`src/hw/xpu_defs.svh`:
```
// xpu receive path constants
`ifndef XPU_DEFS_SVH
`define XPU_DEFS_SVH

// mac address width
`define XPU_ADDR_W 48

// frame control plus duration, as the header carries them
`define XPU_FC_W 32

// byte index and length counters
`define XPU_BYTE_IDX_W 16

// last byte of each header field, counted from the first header byte
`define XPU_FC_LAST 3
`define XPU_ADDR1_LAST 9
`define XPU_ADDR2_LAST 15
`define XPU_ADDR3_LAST 21

// tsf timer
`define XPU_TSF_W 64
`define XPU_CLK_PER_US 100

// one enable bit per filter rule
`define XPU_FILTER_W 6

`endif
```
`src/hw/xpu_pkg.sv`:
```
// xpu receive path types
`include "xpu_defs.svh"

package xpu_pkg;

    typedef logic [`XPU_ADDR_W-1:0] mac_addr_t;

    typedef logic [`XPU_TSF_W-1:0] tsf_t;

    // 802.11 frame type codes
    typedef enum logic [1:0] {
        ft_mgmt = 2'b00,
        ft_ctrl = 2'b01,
        ft_data = 2'b10
    } frame_type_e;

    localparam logic [3:0] subtype_beacon = 4'b1000;

    // first member is the msb, so duration sits in the upper half
    typedef struct packed {
        logic [15:0] duration;
        logic        order;
        logic        protected_frame;
        logic        more_data;
        logic        power_manage;
        logic        retry;
        logic        more_frag;
        logic        from_ds;
        logic        to_ds;
        logic [3:0]  subtype;
        frame_type_e ftype;
        logic [1:0]  version;
    } fc_fields_t;

    typedef union packed {
        logic [`XPU_FC_W-1:0] raw;
        fc_fields_t           fields;
    } fc_word_u;

endpackage

```
`src/hw/xpu_rx.sv`:
```
// xpu receive path top level
`timescale 1ns/1ps
`include "xpu_defs.svh"

module xpu_rx (
    input  logic                       clk,
    input  logic                       reset_i,
    // from the ofdm receiver
    input  logic                       header_strobe_i,
    input  logic [`XPU_BYTE_IDX_W-1:0] pkt_len_i,
    input  logic                       byte_strobe_i,
    input  logic [7:0]                 byte_i,
    input  logic [`XPU_BYTE_IDX_W-1:0] byte_index_i,
    input  logic                       fcs_strobe_i,
    input  logic                       fcs_ok_i,
    // configuration levels
    input  xpu_pkg::mac_addr_t         self_mac_i,
    input  xpu_pkg::mac_addr_t         self_bssid_i,
    input  logic [`XPU_FILTER_W-1:0]   filter_cfg_i,
    input  logic [`XPU_BYTE_IDX_W-1:0] max_len_i,
    input  logic                       tsf_load_i,
    input  xpu_pkg::tsf_t              tsf_load_val_i,
    // decoded header
    output xpu_pkg::fc_word_u          fc_o,
    output logic                       fc_valid_o,
    output xpu_pkg::mac_addr_t         addr1_o,
    output xpu_pkg::mac_addr_t         addr2_o,
    output xpu_pkg::mac_addr_t         addr3_o,
    output logic                       addr1_valid_o,
    output logic                       addr2_valid_o,
    output logic                       addr3_valid_o,
    // filter and report
    output logic                       verdict_valid_o,
    output logic                       verdict_block_o,
    output logic                       pkt_for_me_o,
    output logic                       report_valid_o,
    output logic                       report_ok_o,
    output logic                       report_block_o,
    output xpu_pkg::tsf_t              report_tsf_o,
    output xpu_pkg::tsf_t              tsf_o,
    output logic                       tsf_pulse_o
);

    rx_header_parse i_header_parse (
        .clk             (clk),
        .reset_i         (reset_i),
        .header_strobe_i (header_strobe_i),
        .byte_strobe_i   (byte_strobe_i),
        .byte_i          (byte_i),
        .byte_index_i    (byte_index_i),
        .fc_o            (fc_o),
        .fc_valid_o      (fc_valid_o),
        .addr1_o         (addr1_o),
        .addr2_o         (addr2_o),
        .addr3_o         (addr3_o),
        .addr1_valid_o   (addr1_valid_o),
        .addr2_valid_o   (addr2_valid_o),
        .addr3_valid_o   (addr3_valid_o)
    );

    rx_frame_filter i_frame_filter (
        .clk             (clk),
        .reset_i         (reset_i),
        .header_strobe_i (header_strobe_i),
        .pkt_len_i       (pkt_len_i),
        .fc_i            (fc_o),
        .fc_valid_i      (fc_valid_o),
        .addr1_i         (addr1_o),
        .addr1_valid_i   (addr1_valid_o),
        .addr3_i         (addr3_o),
        .addr3_valid_i   (addr3_valid_o),
        .self_mac_i      (self_mac_i),
        .self_bssid_i    (self_bssid_i),
        .filter_cfg_i    (filter_cfg_i),
        .max_len_i       (max_len_i),
        .verdict_valid_o (verdict_valid_o),
        .verdict_block_o (verdict_block_o),
        .pkt_for_me_o    (pkt_for_me_o)
    );

    rx_frame_report i_frame_report (
        .clk             (clk),
        .reset_i         (reset_i),
        .header_strobe_i (header_strobe_i),
        .tsf_i           (tsf_o),
        .verdict_valid_i (verdict_valid_o),
        .verdict_block_i (verdict_block_o),
        .fcs_strobe_i    (fcs_strobe_i),
        .fcs_ok_i        (fcs_ok_i),
        .report_valid_o  (report_valid_o),
        .report_ok_o     (report_ok_o),
        .report_block_o  (report_block_o),
        .report_tsf_o    (report_tsf_o)
    );

    tsf_timer i_tsf_timer (
        .clk            (clk),
        .reset_i        (reset_i),
        .tsf_load_i     (tsf_load_i),
        .tsf_load_val_i (tsf_load_val_i),
        .tsf_o          (tsf_o),
        .tsf_pulse_o    (tsf_pulse_o)
    );

endmodule

```
`src/hw/tsf_timer.sv`:
```
// tsf microsecond timer
`timescale 1ns/1ps
`include "xpu_defs.svh"

module tsf_timer (
    input  logic          clk,
    input  logic          reset_i,
    input  logic          tsf_load_i,
    input  xpu_pkg::tsf_t tsf_load_val_i,
    output xpu_pkg::tsf_t tsf_o,
    output logic          tsf_pulse_o
);

    localparam int div_w = $clog2(`XPU_CLK_PER_US + 1);
    localparam logic [div_w-1:0] div_top = div_w'(`XPU_CLK_PER_US - 1);

    logic [div_w-1:0] div_q;
    logic             load_q;
    logic             load_rise;

    // load acts on the rising edge of the level only
    assign load_rise = tsf_load_i && !load_q;

    always_ff @(posedge clk) begin
        if (reset_i) begin
            load_q <= 1'b0;
        end else begin
            load_q <= tsf_load_i;
        end
    end

    // divider and counter, the count steps together with the tick
    always_ff @(posedge clk) begin
        if (reset_i) begin
            div_q       <= '0;
            tsf_o       <= '0;
            tsf_pulse_o <= 1'b0;
        end else if (load_rise) begin
            // restart the microsecond from the loaded value
            div_q       <= '0;
            tsf_o       <= tsf_load_val_i;
            tsf_pulse_o <= 1'b0;
        end else if (div_q == div_top) begin
            div_q       <= '0;
            tsf_o       <= tsf_o + 1'b1;
            tsf_pulse_o <= 1'b1;
        end else begin
            div_q       <= div_q + 1'b1;
            tsf_pulse_o <= 1'b0;
        end
    end

endmodule

```
`src/hw/rx_frame_report.sv`:
```
// receive frame reporter
`timescale 1ns/1ps

module rx_frame_report (
    input  logic          clk,
    input  logic          reset_i,
    input  logic          header_strobe_i,
    input  xpu_pkg::tsf_t tsf_i,
    input  logic          verdict_valid_i,
    input  logic          verdict_block_i,
    input  logic          fcs_strobe_i,
    input  logic          fcs_ok_i,
    output logic          report_valid_o,
    output logic          report_ok_o,
    output logic          report_block_o,
    output xpu_pkg::tsf_t report_tsf_o
);

    xpu_pkg::tsf_t stamp_q;
    logic          judged_q;
    logic          block_q;

    // timestamp taken at the start of the frame
    always_ff @(posedge clk) begin
        if (header_strobe_i) begin
            stamp_q <= tsf_i;
        end
    end

    // whether the filter has judged this frame yet
    always_ff @(posedge clk) begin
        if (reset_i || header_strobe_i) begin
            judged_q <= 1'b0;
        end else if (verdict_valid_i) begin
            judged_q <= 1'b1;
            block_q  <= verdict_block_i;
        end
    end

    always_ff @(posedge clk) begin
        if (reset_i) begin
            report_valid_o <= 1'b0;
        end else begin
            report_valid_o <= fcs_strobe_i;
        end
    end

    // truncated frames never got a verdict, so they go out blocked
    always_ff @(posedge clk) begin
        if (fcs_strobe_i) begin
            report_ok_o    <= fcs_ok_i;
            report_tsf_o   <= stamp_q;
            report_block_o <= verdict_valid_i ? verdict_block_i
                                              : (!judged_q || block_q);
        end
    end

endmodule

```
`src/hw/rx_frame_filter.sv`:
```
// receive frame filter
`timescale 1ns/1ps
`include "xpu_defs.svh"

module rx_frame_filter (
    input  logic                       clk,
    input  logic                       reset_i,
    input  logic                       header_strobe_i,
    input  logic [`XPU_BYTE_IDX_W-1:0] pkt_len_i,
    input  xpu_pkg::fc_word_u          fc_i,
    input  logic                       fc_valid_i,
    input  xpu_pkg::mac_addr_t         addr1_i,
    input  logic                       addr1_valid_i,
    input  xpu_pkg::mac_addr_t         addr3_i,
    input  logic                       addr3_valid_i,
    input  xpu_pkg::mac_addr_t         self_mac_i,
    input  xpu_pkg::mac_addr_t         self_bssid_i,
    input  logic [`XPU_FILTER_W-1:0]   filter_cfg_i,
    input  logic [`XPU_BYTE_IDX_W-1:0] max_len_i,
    output logic                       verdict_valid_o,
    output logic                       verdict_block_o,
    output logic                       pkt_for_me_o
);

    logic [`XPU_BYTE_IDX_W-1:0] len_q;
    logic                       fc_seen_q;
    logic                       addr1_seen_q;
    logic                       decided_q;
    logic                       is_ctrl_q;
    logic                       is_beacon_q;
    logic                       is_data_ds_q;
    logic                       addr1_is_me;
    logic                       decide;
    logic [`XPU_FILTER_W-1:0]   rule_hit;
    logic                       accept;

    assign addr1_is_me = (addr1_i == self_mac_i);

    // me-flag holds from the addr1 pulse to the next header
    assign pkt_for_me_o = (addr1_valid_i || addr1_seen_q) && addr1_is_me;

    // control frames carry no addr3, so they are judged on addr1
    assign decide = fc_seen_q && !decided_q
                    && (is_ctrl_q ? addr1_valid_i : addr3_valid_i);

    assign rule_hit[0] = filter_cfg_i[0];
    assign rule_hit[1] = filter_cfg_i[1] && addr1_is_me;
    assign rule_hit[2] = filter_cfg_i[2] && (addr1_i == '1);
    assign rule_hit[3] = filter_cfg_i[3] && is_beacon_q && (addr3_i == self_bssid_i);
    assign rule_hit[4] = filter_cfg_i[4] && is_ctrl_q;
    assign rule_hit[5] = filter_cfg_i[5] && is_data_ds_q;

    assign accept = |rule_hit;

    // length as signalled at the header
    always_ff @(posedge clk) begin
        if (header_strobe_i) begin
            len_q <= pkt_len_i;
        end
    end

    // per-frame flags
    always_ff @(posedge clk) begin
        if (reset_i || header_strobe_i) begin
            fc_seen_q    <= 1'b0;
            addr1_seen_q <= 1'b0;
            is_ctrl_q    <= 1'b0;
            is_beacon_q  <= 1'b0;
            is_data_ds_q <= 1'b0;
        end else begin
            if (fc_valid_i) begin
                fc_seen_q    <= 1'b1;
                is_ctrl_q    <= (fc_i.fields.ftype == xpu_pkg::ft_ctrl);
                is_beacon_q  <= (fc_i.fields.ftype == xpu_pkg::ft_mgmt)
                                && (fc_i.fields.subtype == xpu_pkg::subtype_beacon);
                is_data_ds_q <= (fc_i.fields.ftype == xpu_pkg::ft_data)
                                && (fc_i.fields.to_ds || fc_i.fields.from_ds);
            end
            if (addr1_valid_i) begin
                addr1_seen_q <= 1'b1;
            end
        end
    end

    // at most one verdict between headers
    always_ff @(posedge clk) begin
        if (reset_i || header_strobe_i) begin
            decided_q       <= 1'b0;
            verdict_valid_o <= 1'b0;
        end else begin
            verdict_valid_o <= decide;
            if (decide) begin
                decided_q <= 1'b1;
            end
        end
    end

    // over-length frames are blocked whatever the rules say
    always_ff @(posedge clk) begin
        if (decide) begin
            verdict_block_o <= !accept || (len_q > max_len_i);
        end
    end

endmodule

```
`src/hw/rx_header_parse.sv`:
```
// 802.11 header field parser
`timescale 1ns/1ps
`include "xpu_defs.svh"

module rx_header_parse (
    input  logic                       clk,
    input  logic                       reset_i,
    input  logic                       header_strobe_i,
    input  logic                       byte_strobe_i,
    input  logic [7:0]                 byte_i,
    input  logic [`XPU_BYTE_IDX_W-1:0] byte_index_i,
    output xpu_pkg::fc_word_u          fc_o,
    output logic                       fc_valid_o,
    output xpu_pkg::mac_addr_t         addr1_o,
    output xpu_pkg::mac_addr_t         addr2_o,
    output xpu_pkg::mac_addr_t         addr3_o,
    output logic                       addr1_valid_o,
    output logic                       addr2_valid_o,
    output logic                       addr3_valid_o
);

    localparam logic [`XPU_BYTE_IDX_W-1:0] fc_last    = `XPU_FC_LAST;
    localparam logic [`XPU_BYTE_IDX_W-1:0] addr1_last = `XPU_ADDR1_LAST;
    localparam logic [`XPU_BYTE_IDX_W-1:0] addr2_last = `XPU_ADDR2_LAST;
    localparam logic [`XPU_BYTE_IDX_W-1:0] addr3_last = `XPU_ADDR3_LAST;

    logic in_fc;
    logic in_addr1;
    logic in_addr2;
    logic in_addr3;

    // bytes arrive lsb first, so each new byte enters at the top
    function automatic xpu_pkg::mac_addr_t shift_addr(
        input xpu_pkg::mac_addr_t cur,
        input logic [7:0]         b
    );
        return {b, cur[`XPU_ADDR_W-1:8]};
    endfunction

    // field select from the byte index
    assign in_fc    = byte_strobe_i && (byte_index_i <= fc_last);
    assign in_addr1 = byte_strobe_i && (byte_index_i > fc_last)
                      && (byte_index_i <= addr1_last);
    assign in_addr2 = byte_strobe_i && (byte_index_i > addr1_last)
                      && (byte_index_i <= addr2_last);
    assign in_addr3 = byte_strobe_i && (byte_index_i > addr2_last)
                      && (byte_index_i <= addr3_last);

    // field shift registers, held until the next header
    always_ff @(posedge clk) begin
        if (header_strobe_i) begin
            fc_o.raw <= '0;
            addr1_o  <= '0;
            addr2_o  <= '0;
            addr3_o  <= '0;
        end else begin
            if (in_fc) begin
                fc_o.raw <= {byte_i, fc_o.raw[`XPU_FC_W-1:8]};
            end
            if (in_addr1) begin
                addr1_o <= shift_addr(addr1_o, byte_i);
            end
            if (in_addr2) begin
                addr2_o <= shift_addr(addr2_o, byte_i);
            end
            if (in_addr3) begin
                addr3_o <= shift_addr(addr3_o, byte_i);
            end
        end
    end

    // one pulse per field, the cycle after its last byte
    always_ff @(posedge clk) begin
        if (reset_i || header_strobe_i) begin
            fc_valid_o    <= 1'b0;
            addr1_valid_o <= 1'b0;
            addr2_valid_o <= 1'b0;
            addr3_valid_o <= 1'b0;
        end else begin
            fc_valid_o    <= byte_strobe_i && (byte_index_i == fc_last);
            addr1_valid_o <= byte_strobe_i && (byte_index_i == addr1_last);
            addr2_valid_o <= byte_strobe_i && (byte_index_i == addr2_last);
            addr3_valid_o <= byte_strobe_i && (byte_index_i == addr3_last);
        end
    end

endmodule

```
`config.mk`:
```
export PLATFORM = sky130hd
export DESIGN_NAME = xpu_rx
export DESIGN_NICKNAME = d
export VERILOG_FILES = /design/src/hw/xpu_pkg.sv /design/src/hw/xpu_rx.sv /design/src/hw/tsf_timer.sv /design/src/hw/rx_frame_report.sv /design/src/hw/rx_frame_filter.sv /design/src/hw/rx_header_parse.sv
export VERILOG_INCLUDE_DIRS = /design/src /design/src/hw
export SDC_FILE = /design/constraint.sdc
export NUM_CORES = 1
export LEC_CHECK = 0
export BUFFER_PORTS_ARGS = -buffer_cell sky130_fd_sc_hd__buf_2
export CAP_MARGIN = 40
export CORE_AREA = 10 10 202 204
export CTS_CLUSTER_SIZE = 25
export DETAILED_ROUTE_END_ITERATION = 8
export DIE_AREA = 0 0 212 214
export GPL_TIMING_DRIVEN = 0
export PLACE_DENSITY = 0.84
export SYNTH_ARGS = -nofsm -noshare
export SYNTH_HDL_FRONTEND = slang
export SYNTH_SLANG_ARGS = --single-unit
```
`constraint.sdc`:
```
create_clock -name clk -period 6.9 [get_ports clk]
set_clock_uncertainty 0.2 [all_clocks]
set_input_delay 0.345 -clock clk [delete_from_list [all_inputs] [get_ports clk]]
set_output_delay 0.345 -clock clk [all_outputs]
set_load 0.01 [all_outputs]
```
==> results.yml <==
floorplan:
  rows: 71
  die_area_um2: 45400
  start_util_pct: 45.0
  io_pins: 544
  die_width_um: 212
  dieHeight_um: 214
  core_um2: 37000
sta:
  tns_ns: 0
  hold_violations: 0
  fmax_mhz: 261
  fin_ws_ns: 3.07
  slew_headroom_pct: 29.3
  final.min_clock_period_ns: 3.83
  period_share_pct: 55.5
  setup_violations: 0
  worst_slew_pin_slew_ns: 1.03
  rsz0062_at_grt: "no"
  drv_slew: 0
global_route:
  track_usage_pct: 28.0
  grt_pass1_vias: 15900
  gr-total-overflow: 0
  grt_pass1_wl_mm: 98.2
  antenna_found_initial: 1
  grt_max_degree: 68
logic_synthesis:
  async_flop_share_pct: 0
  synth_edf_count: 148
  synth_ff_type: "dfxtp_1"
  synthCells: 1680
  syn_area_um2: 16700
  ys_types: 63
  yosysWarnings: 0
  synth_nets: 1927
  ys_seq_area_share_pct: 58.1
  ys_seq_elements: 410
  synth_area_per_cell_um2: 9.93
final_layout:
  postLayoutCoreUtil_pct: 60.7
  multi_input_area_um2: 6520
  syn2layout_area_growth_pct: 34.8
  seqCellArea_um2: 9690
  drive_gt1_share_pct: 27.5
  nFillCells: 2989
  nets: 2615
place:
  pre_cts_slack_ns: 3.83
  gp_congestion: 1.03
  port-buffer-count: 541
  hpwl_mm: 49.9
drt:
  dr.pass1.iters: 6
  vias: 16100
  drt_iter0_markers: 1613
  antenna_left: 0
  post_drt_wl_per_cell_um: 23.2
  route.met3.wl_mm: 7.17
  wl_met1_mm: 23.3
  met2WireLength_mm: 33.3
  via_per_inst: 5.59
  drc_errors: 0
  highest_layer: "met4"
  drt-total-wl_mm: 66.6
clock_network:
  cts_root_buf: "clkbuf_16"
  clkSlewWorstSetupHoldPaths_ns: 0.06
  clk_latency_ns: 0.56
  cts_resized: 0
  max-clock-path-buffers: 3
  cts_sinks: 410
  cts_max_level: 2
  cts_tree: "yes"
  cts_buffers: 43
power:
  p_comb_share_pct: 7.6
  power_mw: 5.46
  switching_share_pct: 23.2
  power_density_nw_per_um2: 243
  cell_internal_pwr_mw: 4.20
  pwr-share-seq_pct: 49.0
  peakVddDrop_v: 0.000237
  p_clk_share_pct: 43.4
  p_sw_mw: 1.27
  p_leak_nw: 9.18
setup_path:
  path_max_fanout: 60
  arrival_ns: 4.12
  crit_path_start_kind: "input pin"
  endpoint_kind: "flop"
  worstSetupPathType: "input pin to flop"
  cp.required_ns: 7.19
status:
  status: "complete, no violations"
min_path:
  hold_class: "input pin to flop"
run:
  maxCapViolations: 0
power groups by stage:
stage / sequential, mW / clock [mW] / combinational, mW
floorplan: 2.73 / 0 / 0.129
global placement: 2.72 / 0 / 0.352
detailed placement: 2.73 / 0 / 0.361
CTS: 2.67 / 2.39 / 0.408
global route: 2.69 / 2.48 / 0.447
finish: 2.68 / 2.37 / 0.417
placed cells by master, fill, tap and decap left out, drive strengths merged, types with 4 or more instances in the layout:
cell type	synthesis	routed
and3	19	19
nand4	52	52
nand2b	4	4
dlygate4sd3	0	99
ha	18	18
or4	8	8
nand3	34	34
xnor2	85	85
nor2	89	89
a211oi	49	49
clkbuf	68	129
and4	9	9
buf	20	563
or3	9	9
o21ai	8	8
a21oi	189	189
dfxtp	262	262
a311oi	4	4
and2	12	12
nand2	392	392
clkinv	0	10
nor2b	5	5
xor2	73	73
nor4	32	32
or2	4	4
inv	26	28
edfxtp	148	148
a22o	4	4
nor3	27	27
synthesized netlist by cell type (all sizes together), types with 3 or more instances:
| cell | number | share of area [%] |
|---|---|---|
| a211oi | 49 | 2.2 |
| a21oi | 189 | 5.7 |
| a22o | 4 | 0.21 |
| a311oi | 4 | 0.21 |
| and2 | 12 | 0.47 |
| and3 | 19 | 0.71 |
| and4 | 9 | 0.49 |
| buf | 20 | 0.68 |
| clkbuf | 68 | 1.5 |
| dfxtp | 262 | 31 |
| edfxtp | 148 | 27 |
| ha | 18 | 1.4 |
| inv | 26 | 0.59 |
| nand2 | 392 | 8.8 |
| nand2b | 4 | 0.15 |
| nand3 | 34 | 1.0 |
| nand4 | 52 | 2.0 |
| nor2 | 89 | 2.0 |
| nor2b | 5 | 0.19 |
| nor3 | 27 | 0.90 |
| nor3b | 3 | 0.17 |
| nor4 | 32 | 1.4 |
| o21ai | 8 | 0.24 |
| o22ai | 3 | 0.11 |
| or2 | 4 | 0.15 |
| or3 | 9 | 0.34 |
| or4 | 8 | 0.41 |
| xnor2 | 85 | 4.5 |
| xor2 | 73 | 3.8 |
kinds of logic (layout without fill, tap and decap cells):
group           after synthesis  in the layout  synth area share, %
buf+inv                     114            835                 2.80
compound gates              269            269                 9.34
fa+ha+maj                    18             18                 1.35
flops                       410            410                 58.1
xor+xnor                    158            158                 8.30
mux                           1              1               0.0600
simple gates                710            710                 20.1
other cells                   0              1                    0
routing by layer:
layer  global-route usage, %  up-vias
li1                        -     7228
met1                    31.1     7690
met2                    49.2      950
met3                    7.72      199
met4                    11.8        0
met5                       0        -
area by class of cell:
class	count	area share, %
Sequential cell	410	43.1
Timing Repair Buffer	643	16.7
Clock inverter	17	0.790
Antenna cell	1	0.0111
Multi-Input combinational cell	1156	29.0
Buffer	88	1.64
Tap cell	474	2.64
Clock buffer	61	5.68
Inverter	26	0.434
per-stage QoR:
step | area [um2] | hold slack [ns] | cells
2_1_floorplan | 16700 | 0.200 | 1680
3_3_place_gp | 20000 | 0.202 | 2695
3_5_place_dp | 20000 | 0.205 | 2698
4_1_cts | 22500 | 0.0560 | 2875
5_1_grt | 22500 | 0.0978 | 2876
6_report | 22500 | 0.0902 | 2876
path summary, 6_finish.rpt:
kind	from	endpoint	slack, ns	cells after the start
setup / recovery	header_strobe_i	i_header_parse.addr1_valid_o$_SDFF_PP0_	3.07	10
setup reg to reg	i_tsf_timer.div_q[0]$_SDFF_PP0_	i_tsf_timer.tsf_o[35]$_SDFFE_PP0P_	3.88	7
hold reg to reg	i_frame_report.stamp_q[47]$_DFFE_PP_	i_frame_report.report_tsf_o[47]$_DFFE_PP_	0.22	0
hold / removal	byte_index_i[10]	i_header_parse.fc_valid_o$_SDFF_PP0_	0.09	4
worst max-delay path, cell delays in order:
cell and delay, ns:
dlygate4sd3_1 0.53, buf_4 0.24, buf_16 0.24, clkbuf_1 0.26, nor2_1 0.32, nand3_1 0.16, dlygate4sd3_1 0.58, or4b_2 0.65
nor3_1 0.14, dlygate4sd3_1 0.56
state kept, by name, indices dropped and copies added, names as in the netlist, 7 cells and up:
signal / flops
i_frame_filter.len_q: 16
i_header_parse.addr1_o: 48
i_frame_report.report_tsf_o: 64
i_tsf_timer.tsf_o: 64
i_tsf_timer.div_q: 7
i_header_parse.addr2_o: 48
i_frame_report.stamp_q: 64
i_header_parse.fc_o: 32
i_header_parse.addr3_o: 48
repair_timing:
action,4_1_cts,5_1_grt
endpoints found under the setup margin,0,0
endpoints found under the hold margin,140,0
hold buffers,99,0
buffers inserted,0,0
No activity file was read; power rests on OpenSTA's default activity.
